<file path="config.mk">
export PLATFORM = sky130hd
export DESIGN_NAME = expu_top
export DESIGN_NICKNAME = d
export VERILOG_FILES = /design/src/expu_pkg.sv /design/src/expu_stream_if.sv /design/src/expu_collect.sv /design/src/expu_dispatch.sv /design/src/expu_lane.sv /design/src/expu_top.sv
export SDC_FILE = /design/constraint.sdc
export NUM_CORES = 1
export LEC_CHECK = 0
export BUFFER_PORTS_ARGS = -buffer_cell sky130_fd_sc_hd__buf_2
export CORE_MARGIN = 2
export CORE_UTILIZATION = 57
export DETAILED_ROUTE_END_ITERATION = 10
export HOLD_SLACK_MARGIN = 0.03
export PLACE_DENSITY = 0.73
export SLEW_MARGIN = 20
export SYNTH_ARGS = -nofsm -noshare
export SYNTH_HDL_FRONTEND = slang
export SYNTH_SLANG_ARGS = --single-unit
export TNS_END_PERCENT = 5
</file>
<file path="constraint.sdc">
create_clock -name clk -period 6.9 [get_ports clk]
set_input_delay 0.345 -clock clk [delete_from_list [all_inputs] [get_ports clk]]
set_output_delay 0.345 -clock clk [all_outputs]
set_load 0.005 [all_outputs]
</file>
<file path="src/expu_pkg.sv">
package expu_pkg;

    localparam int BF16_WIDTH  = 16;
    localparam int EXP_BITS    = 8;
    localparam int MAN_BITS    = 7;
    localparam int BF16_BIAS   = 127;

    // one integer bit for 1/ln2 and one for the hidden mantissa bit
    localparam int MAX_EXP     = BF16_BIAS + EXP_BITS - 2;

    localparam int CREDIT_BITS = 4;

    typedef logic [BF16_WIDTH-1:0]  bf16_t;
    typedef logic [EXP_BITS-1:0]    exp_field_t;
    typedef logic [MAN_BITS-1:0]    man_field_t;
    typedef logic [CREDIT_BITS-1:0] credit_cnt_t;   // covers depths up to 15

endpackage

</file>
<file path="src/expu_stream_if.sv">
`timescale 1ns/100ps

interface expu_stream_if #(
    parameter int NUM_LANES = 4
);

    logic                            valid;
    expu_pkg::bf16_t [NUM_LANES-1:0] data;
    logic [NUM_LANES-1:0]            mask;     // set for real elements
    logic                            last;     // final beat of a row

    // space is guaranteed by credits so there is no ready
    modport source (
        output valid,
        output data,
        output mask,
        output last
    );

    modport sink (
        input valid,
        input data,
        input mask,
        input last
    );

endinterface

</file>
<file path="src/expu_collect.sv">
`timescale 1ns/100ps

module expu_collect #(
    parameter int NUM_LANES = 4,
    parameter int OUT_DEPTH = 4
) (
    input  logic                            clk,
    input  logic                            rst_n,
    expu_stream_if.sink                     result,
    input  logic                            out_credit,
    output logic                            out_valid,
    output expu_pkg::bf16_t [NUM_LANES-1:0] out_data,
    output logic [NUM_LANES-1:0]            out_mask,
    output logic                            out_last,
    output logic                            free
);

    localparam int PTR_W = (OUT_DEPTH > 1) ? $clog2(OUT_DEPTH) : 1;

    expu_pkg::bf16_t [NUM_LANES-1:0] data_mem [OUT_DEPTH];
    logic [NUM_LANES-1:0]            mask_mem [OUT_DEPTH];
    logic                            last_mem [OUT_DEPTH];

    expu_pkg::bf16_t [NUM_LANES-1:0] wr_data;
    logic [PTR_W-1:0]                wr_ptr;
    logic [PTR_W-1:0]                rd_ptr;
    expu_pkg::credit_cnt_t           count;
    expu_pkg::credit_cnt_t           out_cnt;      // credits granted by the consumer
    logic                            send;

    always_comb begin
        for (int i = 0; i < NUM_LANES; i++) begin
            wr_data[i] = result.mask[i] ? result.data[i] : '0;   // padding reads as zero
        end
    end

    always_ff @(posedge clk) begin
        if (result.valid) begin
            data_mem[wr_ptr] <= wr_data;
            mask_mem[wr_ptr] <= result.mask;
            last_mem[wr_ptr] <= result.last;
        end
    end

    assign send = (count != '0) && (out_cnt != '0);

    always_ff @(posedge clk or negedge rst_n) begin
        if (!rst_n) begin
            wr_ptr  <= '0;
            rd_ptr  <= '0;
            count   <= '0;
            out_cnt <= '0;
        end else begin
            if (result.valid) begin
                wr_ptr <= (wr_ptr == PTR_W'(OUT_DEPTH - 1)) ? '0 : wr_ptr + 1'b1;
            end
            if (send) begin
                rd_ptr <= (rd_ptr == PTR_W'(OUT_DEPTH - 1)) ? '0 : rd_ptr + 1'b1;
            end
            count   <= count + expu_pkg::credit_cnt_t'(result.valid)
                             - expu_pkg::credit_cnt_t'(send);
            out_cnt <= out_cnt + expu_pkg::credit_cnt_t'(out_credit)
                               - expu_pkg::credit_cnt_t'(send);
        end
    end

    // outputs stay quiet between beats
    assign out_valid = send;
    assign out_data  = send ? data_mem[rd_ptr] : '0;
    assign out_mask  = send ? mask_mem[rd_ptr] : '0;
    assign out_last  = send ? last_mem[rd_ptr] : 1'b0;
    assign free      = send;                 // slot returned to the dispatcher

endmodule

</file>
<file path="src/expu_dispatch.sv">
`timescale 1ns/100ps

module expu_dispatch #(
    parameter int NUM_LANES = 4,
    parameter int IN_DEPTH  = 4,
    parameter int OUT_DEPTH = 4
) (
    input  logic                            clk,
    input  logic                            rst_n,
    input  logic                            in_valid,
    input  expu_pkg::bf16_t [NUM_LANES-1:0] in_data,
    input  logic [NUM_LANES-1:0]            in_mask,
    input  logic                            in_last,
    input  logic                            free,
    output logic                            in_credit,
    expu_stream_if.source                   issue
);

    localparam int PTR_W = (IN_DEPTH > 1) ? $clog2(IN_DEPTH) : 1;

    expu_pkg::bf16_t [NUM_LANES-1:0] data_mem [IN_DEPTH];
    logic [NUM_LANES-1:0]            mask_mem [IN_DEPTH];
    logic                            last_mem [IN_DEPTH];

    logic [PTR_W-1:0]      wr_ptr;
    logic [PTR_W-1:0]      rd_ptr;
    expu_pkg::credit_cnt_t count;
    expu_pkg::credit_cnt_t credit;      // free slots in the collector
    logic                  pop;

    assign pop = (count != '0) && (credit != '0);

    always_ff @(posedge clk) begin
        if (in_valid) begin
            data_mem[wr_ptr] <= in_data;
            mask_mem[wr_ptr] <= in_mask;
            last_mem[wr_ptr] <= in_last;
        end
    end

    always_ff @(posedge clk or negedge rst_n) begin
        if (!rst_n) begin
            wr_ptr <= '0;
            rd_ptr <= '0;
            count  <= '0;
            credit <= expu_pkg::credit_cnt_t'(OUT_DEPTH);
        end else begin
            if (in_valid) begin
                wr_ptr <= (wr_ptr == PTR_W'(IN_DEPTH - 1)) ? '0 : wr_ptr + 1'b1;
            end
            if (pop) begin
                rd_ptr <= (rd_ptr == PTR_W'(IN_DEPTH - 1)) ? '0 : rd_ptr + 1'b1;
            end
            count  <= count + expu_pkg::credit_cnt_t'(in_valid)
                            - expu_pkg::credit_cnt_t'(pop);
            credit <= credit + expu_pkg::credit_cnt_t'(free)
                             - expu_pkg::credit_cnt_t'(pop);
        end
    end

    assign issue.valid = pop;
    assign issue.data  = data_mem[rd_ptr];
    assign issue.mask  = mask_mem[rd_ptr];
    assign issue.last  = last_mem[rd_ptr];
    assign in_credit   = pop;                 // slot freed as the head leaves

endmodule

</file>
<file path="src/expu_lane.sv">
`timescale 1ns/100ps

module expu_lane #(
    parameter int A_FRACTION      = 14,
    parameter bit ENABLE_ROUNDING = 1'b1,
    parameter int TAG_BITS        = 1
) (
    input  logic                clk,
    input  logic                rst_n,
    input  logic                op_valid,
    input  expu_pkg::bf16_t     op,
    input  logic [TAG_BITS-1:0] op_tag,
    output logic                res_valid,
    output expu_pkg::bf16_t     res,
    output logic [TAG_BITS-1:0] res_tag
);

    localparam int  EXP_BITS   = expu_pkg::EXP_BITS;
    localparam int  MAN_BITS   = expu_pkg::MAN_BITS;
    localparam int  A_INT_BITS = 1;                      // 1/ln2 lies in [1,2)
    localparam int  A_WIDTH    = A_INT_BITS + A_FRACTION;
    localparam int  PROD_TOP   = MAN_BITS + A_WIDTH;     // Q2.(MAN_BITS+A_FRACTION)
    localparam real A_REAL     = 1.0 / $ln(2.0);

    localparam logic [A_WIDTH-1:0] A = A_WIDTH'($rtoi(A_REAL * (2.0 ** A_FRACTION)));

    logic                   sign_d;
    expu_pkg::exp_field_t   exp_d;
    logic [MAN_BITS:0]      man_d;                       // hidden one restored
    logic [PROD_TOP:0]      prod_d;
    logic                   ovf_d;

    logic                   valid_q;
    logic                   sign_q;
    expu_pkg::exp_field_t   exp_q;
    logic [PROD_TOP:0]      prod_q;
    logic                   ovf_q;
    logic [TAG_BITS-1:0]    tag_q;

    expu_pkg::exp_field_t             shift_amt;
    logic [EXP_BITS+MAN_BITS:0]       shifted;
    logic [EXP_BITS+MAN_BITS-1:0]     rounded;
    logic [EXP_BITS+MAN_BITS-1:0]     signed_val;
    expu_pkg::exp_field_t             new_exp;
    expu_pkg::man_field_t             new_man;

    assign sign_d = op[expu_pkg::BF16_WIDTH-1];
    assign exp_d  = op[MAN_BITS +: EXP_BITS];
    assign man_d  = {1'b1, op[MAN_BITS-1:0]};
    assign prod_d = man_d * A;

    assign ovf_d = (exp_d > expu_pkg::MAX_EXP) ||
                   ((exp_d == expu_pkg::MAX_EXP) &&
                    (prod_d[PROD_TOP] ||
                     (sign_d && (&prod_d[PROD_TOP-1 -: EXP_BITS]))));

    always_ff @(posedge clk) begin
        sign_q <= sign_d;
        exp_q  <= exp_d;
        prod_q <= prod_d;
        ovf_q  <= ovf_d;
        tag_q  <= op_tag;
    end

    assign shift_amt  = expu_pkg::exp_field_t'(expu_pkg::MAX_EXP) - exp_q;
    assign shifted    = prod_q[PROD_TOP : A_FRACTION - MAN_BITS] >> shift_amt;
    assign rounded    = shifted[EXP_BITS+MAN_BITS:1] + (ENABLE_ROUNDING ? shifted[0] : 1'b0);
    assign signed_val = sign_q ? -rounded : rounded;

    always_comb begin
        if (!ovf_q) begin
            new_exp = signed_val[MAN_BITS +: EXP_BITS]
                    + expu_pkg::exp_field_t'(expu_pkg::BF16_BIAS);
            new_man = signed_val[MAN_BITS-1:0];
        end else begin
            new_exp = sign_q ? '0 : '1;                  // zero or infinity
            new_man = '0;
        end
    end

    always_ff @(posedge clk) begin
        res     <= {1'b0, new_exp, new_man};
        res_tag <= tag_q;
    end

    always_ff @(posedge clk or negedge rst_n) begin
        if (!rst_n) begin
            valid_q   <= 1'b0;
            res_valid <= 1'b0;
        end else begin
            valid_q   <= op_valid;
            res_valid <= valid_q;
        end
    end

endmodule

</file>
<file path="src/expu_top.sv">
`timescale 1ns/100ps

module expu_top #(
    parameter int NUM_LANES       = 4,
    parameter int A_FRACTION      = 14,
    parameter bit ENABLE_ROUNDING = 1'b1,
    parameter int IN_DEPTH        = 4,
    parameter int OUT_DEPTH       = 4
) (
    input  logic                            clk,
    input  logic                            rst_n,
    input  logic                            in_valid,
    input  expu_pkg::bf16_t [NUM_LANES-1:0] in_data,
    input  logic [NUM_LANES-1:0]            in_mask,
    input  logic                            in_last,
    output logic                            in_credit,
    output logic                            out_valid,
    output expu_pkg::bf16_t [NUM_LANES-1:0] out_data,
    output logic [NUM_LANES-1:0]            out_mask,
    output logic                            out_last,
    input  logic                            out_credit
);

    expu_stream_if #(.NUM_LANES(NUM_LANES)) issue ();
    expu_stream_if #(.NUM_LANES(NUM_LANES)) result ();

    logic free;

    expu_dispatch #(
        .NUM_LANES (NUM_LANES),
        .IN_DEPTH  (IN_DEPTH),
        .OUT_DEPTH (OUT_DEPTH)
    ) u_dispatch (
        .clk       (clk),
        .rst_n     (rst_n),
        .in_valid  (in_valid),
        .in_data   (in_data),
        .in_mask   (in_mask),
        .in_last   (in_last),
        .free      (free),
        .in_credit (in_credit),
        .issue     (issue)
    );

    // lane 0 also carries the beat valid and last flag through the pipe
    for (genvar i = 0; i < NUM_LANES; i++) begin : g_lane
        if (i == 0) begin : g_head
            expu_lane #(
                .A_FRACTION      (A_FRACTION),
                .ENABLE_ROUNDING (ENABLE_ROUNDING),
                .TAG_BITS        (2)
            ) u_lane (
                .clk       (clk),
                .rst_n     (rst_n),
                .op_valid  (issue.valid),
                .op        (issue.data[i]),
                .op_tag    ({issue.last, issue.mask[i]}),
                .res_valid (result.valid),
                .res       (result.data[i]),
                .res_tag   ({result.last, result.mask[i]})
            );
        end else begin : g_body
            expu_lane #(
                .A_FRACTION      (A_FRACTION),
                .ENABLE_ROUNDING (ENABLE_ROUNDING),
                .TAG_BITS        (1)
            ) u_lane (
                .clk       (clk),
                .rst_n     (rst_n),
                .op_valid  (issue.valid),
                .op        (issue.data[i]),
                .op_tag    (issue.mask[i]),
                .res_valid (),                  // same timing as lane 0
                .res       (result.data[i]),
                .res_tag   (result.mask[i])
            );
        end
    end

    expu_collect #(
        .NUM_LANES (NUM_LANES),
        .OUT_DEPTH (OUT_DEPTH)
    ) u_collect (
        .clk        (clk),
        .rst_n      (rst_n),
        .result     (result),
        .out_credit (out_credit),
        .out_valid  (out_valid),
        .out_data   (out_data),
        .out_mask   (out_mask),
        .out_last   (out_last),
        .free       (free)
    );

endmodule

</file>
==> results.yml <==
status:
  status: "finished, final reports clean"
synth:
  yosysSeqAreaShare_pct: 49.84
  synth-main-ff-cell: "edfxtp_1"
  avgSynthCellArea_um2: 13.09
  synth_cell_types: 115
  syn_area_mm2: 0.04059
  synth_seq_cells: 736
  synthArstFlopShare_pct: 3.533
  yosysWarnings: 0
  syn_inst: 3100
  synth_enable_flop_cells: 536
final_layout:
  area_delta_synth_final_pct: 11.81
  utilization_pct: 64.58
  drive_above_1_share_pct: 16.47
  fin_cells: 4316
  final_nets: 3736
setup_path:
  worst_ep_required_time_ps: 7350
  crit_chain: "buf_4 > mux4_2 > ha_1 > inv_1 > fa_1 > inv_1 > ha_1 > fa_1 > ha_1 > a21o_1 > a21o_1 > a21oi_1 > o21ai_0 > a211o_1 > nand2_1 > a221oi_1 > o41ai_1 > nand2_1 > nand4_1 > o211ai_1"
  cp_max_fo: 22
  path_common_cell: "ha_1"
  slowest_delay_ps: 670
  start_kind: "flop"
  r2r-end: "g_lane[3].g_body.u_lane.ovf_q"
  reg2reg_from: "u_dispatch.rd_ptr[0]"
  critPathKind: "reg -> reg"
  crit_slowest_cell: "mux4_2"
  rrSetupSlack_ps: 750
  cp.arrival_ps: 6610
  rr_worst_depth: 20
  critPathCaptureType: "flop"
timing:
  fin_crit_ps: 6152
  post-route-period-util_pct: 89.16
  fin_setup_tns_ps: 0
  hold_ws_ps: 294.6
  fmax_ghz: 0.1625
  skew_ps: 35.00
  slew_viol_final: 0
  worst_pin_slew_ps: 1101
  rsz0062_at_grt: "false"
  relSlewSlack_pct: 26.62
  setup_violations: 0
  hold_viol: 0
clocking:
  insertion_delay_ps: 620
  cts_max_path_buffers: 3
  root_buffer: "clkbuf_16"
  post-cts-setup-buffers: 0
  numCtsBuffers: 76
  cts.sinks: 736
  path_clk_slew_ps: 60
  cts_tree: "built"
  htree_levels: 3
grt:
  grt_max_degree: 70
  grtUsageTotal_pct: 23.54
  antenna_found_initial: 10
  grt_pass1_vias: 25640
  grt_pass1_wl_mm: 138.5
  overflow: 0
power_and_ir_drop:
  p_leak_nw: 17.70
  power_density_mw_per_mm2: 376.6
  peakVddDrop_mv: 0.3192
  report.power.total_mw: 17.09
floorplan:
  die_w_um: 270.9
  dieArea_mm2: 0.07336
  ios: 144
  rows: 97
  start_util_pct: 57.76
  core_area_mm2: 0.07027
  die_y_um: 270.9
place:
  portBuffers: 139
  place.detailed.hpwl_mm: 60.03
  place_congestion: 0.8815
  place_inst: 4098
routing:
  first_pass_iters: 6
  routed_wl_mm: 86.20
  antenna_violating_nets_post_route: 0
  viasPerCell: 5.892
  wl_per_cell_um: 19.97
  drc: 0
  drt_iter0_markers: 1881
  num_vias: 25430
run:
  cap_violations: 0
worst_hold_path:
  hp-class: "in -> async"
[layout by cell type, fill, tap and decap left out, types with 25 or more instances in the layout]
cell | synthesis | final
nor3_1 | 56 | 56
o21ai_0 | 69 | 69
mux2i_1 | 71 | 71
mux4_2 | 170 | 170
and3_1 | 28 | 28
or3_1 | 25 | 25
nor2b_1 | 83 | 83
nor2_1 | 167 | 167
edfxtp_1 | 536 | 536
dfxtp_1 | 174 | 174
nand3_1 | 43 | 43
a31oi_1 | 25 | 25
a21o_1 | 29 | 29
inv_1 | 261 | 261
nand4_1 | 33 | 33
xnor2_1 | 98 | 98
and2_1 | 88 | 80
buf_4 | 9 | 31
xor2_1 | 66 | 66
nand2b_1 | 26 | 26
dlygate4sd3_1 | 0 | 72
clkbuf_16 | 0 | 76
nand2_1 | 117 | 117
fa_1 | 87 | 87
buf_2 | 24 | 139
ha_1 | 266 | 266
a21oi_1 | 69 | 69
[synth_stat cells, drive strengths merged (69+ instances only)]
cell | number | share of area, %
a21oi | 69 | 0.85
edfxtp | 536 | 40
o21ai | 69 | 0.85
inv | 262 | 2.4
mux4 | 170 | 9.4
and2 | 90 | 1.4
nor2 | 167 | 1.5
dfxtp | 174 | 8.6
ha | 266 | 8.2
fa | 87 | 4.3
nand2 | 117 | 1.1
xnor2 | 98 | 2.1
mux2i | 72 | 1.8
nor2b | 83 | 1.3
[where the power goes]
group	internal, mW	switching [mW]
Sequential	5.61	0.424
Combinational	3.06	3.99
Clock	2.36	1.65
[worst max path at each step]
stage,from,end,slack (ps)
floorplan,u_dispatch.rd_ptr[0],g_lane[0].g_head.u_lane.ovf_q,170
global placement,u_dispatch.rd_ptr[0],g_lane[3].g_body.u_lane.ovf_q,1010
detailed placement,u_dispatch.rd_ptr[0],g_lane[3].g_body.u_lane.ovf_q,790
CTS,u_dispatch.rd_ptr[0],g_lane[3].g_body.u_lane.ovf_q,730
global route,u_dispatch.rd_ptr[0],g_lane[3].g_body.u_lane.ovf_q,280
finish,u_dispatch.rd_ptr[0],g_lane[3].g_body.u_lane.ovf_q,750
[metal layers]
layer / vias up / GRT usage, % / share of wire, %
met5: - / 0 / 0.079
met4: 12 / 6.237 / 1.9
met2: 681 / 38.35 / 47
li1: 11990 / - / -
met3: 122 / 3.923 / 5.1
met1: 12630 / 32.97 / 46
[per-stage QoR]
| step | setup slack, ps | cell area [µm²] |
|---|---|---|
| 2_1_floorplan | 167.0 | 40610 |
| 3_3_place_gp | 1009 | 42150 |
| 3_5_place_dp | 790.7 | 42150 |
| 4_1_cts | 734.8 | 45320 |
| 5_1_grt | 275.4 | 45380 |
| 6_report | 747.7 | 45380 |
[logic make-up (layout without fill, tap and decap cells)]
group / count (synthesis) / count (layout) / synth area share (%)
AO/OA/AOI/OAI: 422 / 422 / 7.855
XOR/XNOR: 164 / 164 / 3.539
adder cells (fa/ha/maj): 353 / 353 / 12.49
buffers and inverters: 376 / 643 / 3.841
flip-flops: 736 / 736 / 49.84
multiplexers: 268 / 268 / 11.95
other: 1 / 10 / 0.009239
AND/OR/NAND/NOR: 780 / 780 / 10.47
[sequential cells by signal, summed over array words and instances (netlist names), 8 cells and up]
signal                       cells
g_lane.g_head.u_lane.exp_q       8
u_dispatch.mask_mem             16
g_lane.g_head.u_lane.prod_q     16
u_collect.mask_mem              16
u_collect.data_mem             240
g_lane.g_body.u_lane.prod_q     48
u_dispatch.data_mem            256
g_lane.g_head.u_lane.res        15
g_lane.g_body.u_lane.exp_q      24
g_lane.g_body.u_lane.res        45
[critical path: cells and delay by family (launching register included)]
kind	cells	cell delay, ps
adders and majority gates	5	2010
AOI/OAI and AO/OA	8	1700
muxes	1	670
buffers and inverters	3	600
DFF	1	570
and+or+nand+nor	3	420
[cell type report]
type / instances / area [µm²]
antenna: 6 / 15.01
clock buffer: 106 / 2086
clock inverter: 32 / 367.9
fill: 5041 / 24890
inverter: 262 / 983.4
multi-input combinational: 1991 / 18840
sequential: 736 / 20240
tap: 940 / 1176
timing repair buffer: 243 / 1677
[repair_timing]
action,in CTS,in global routing
hold buffers,72,0
hold endpoints to repair,303,0
resized for setup,0,0
(Power assumes the default switching activity.)
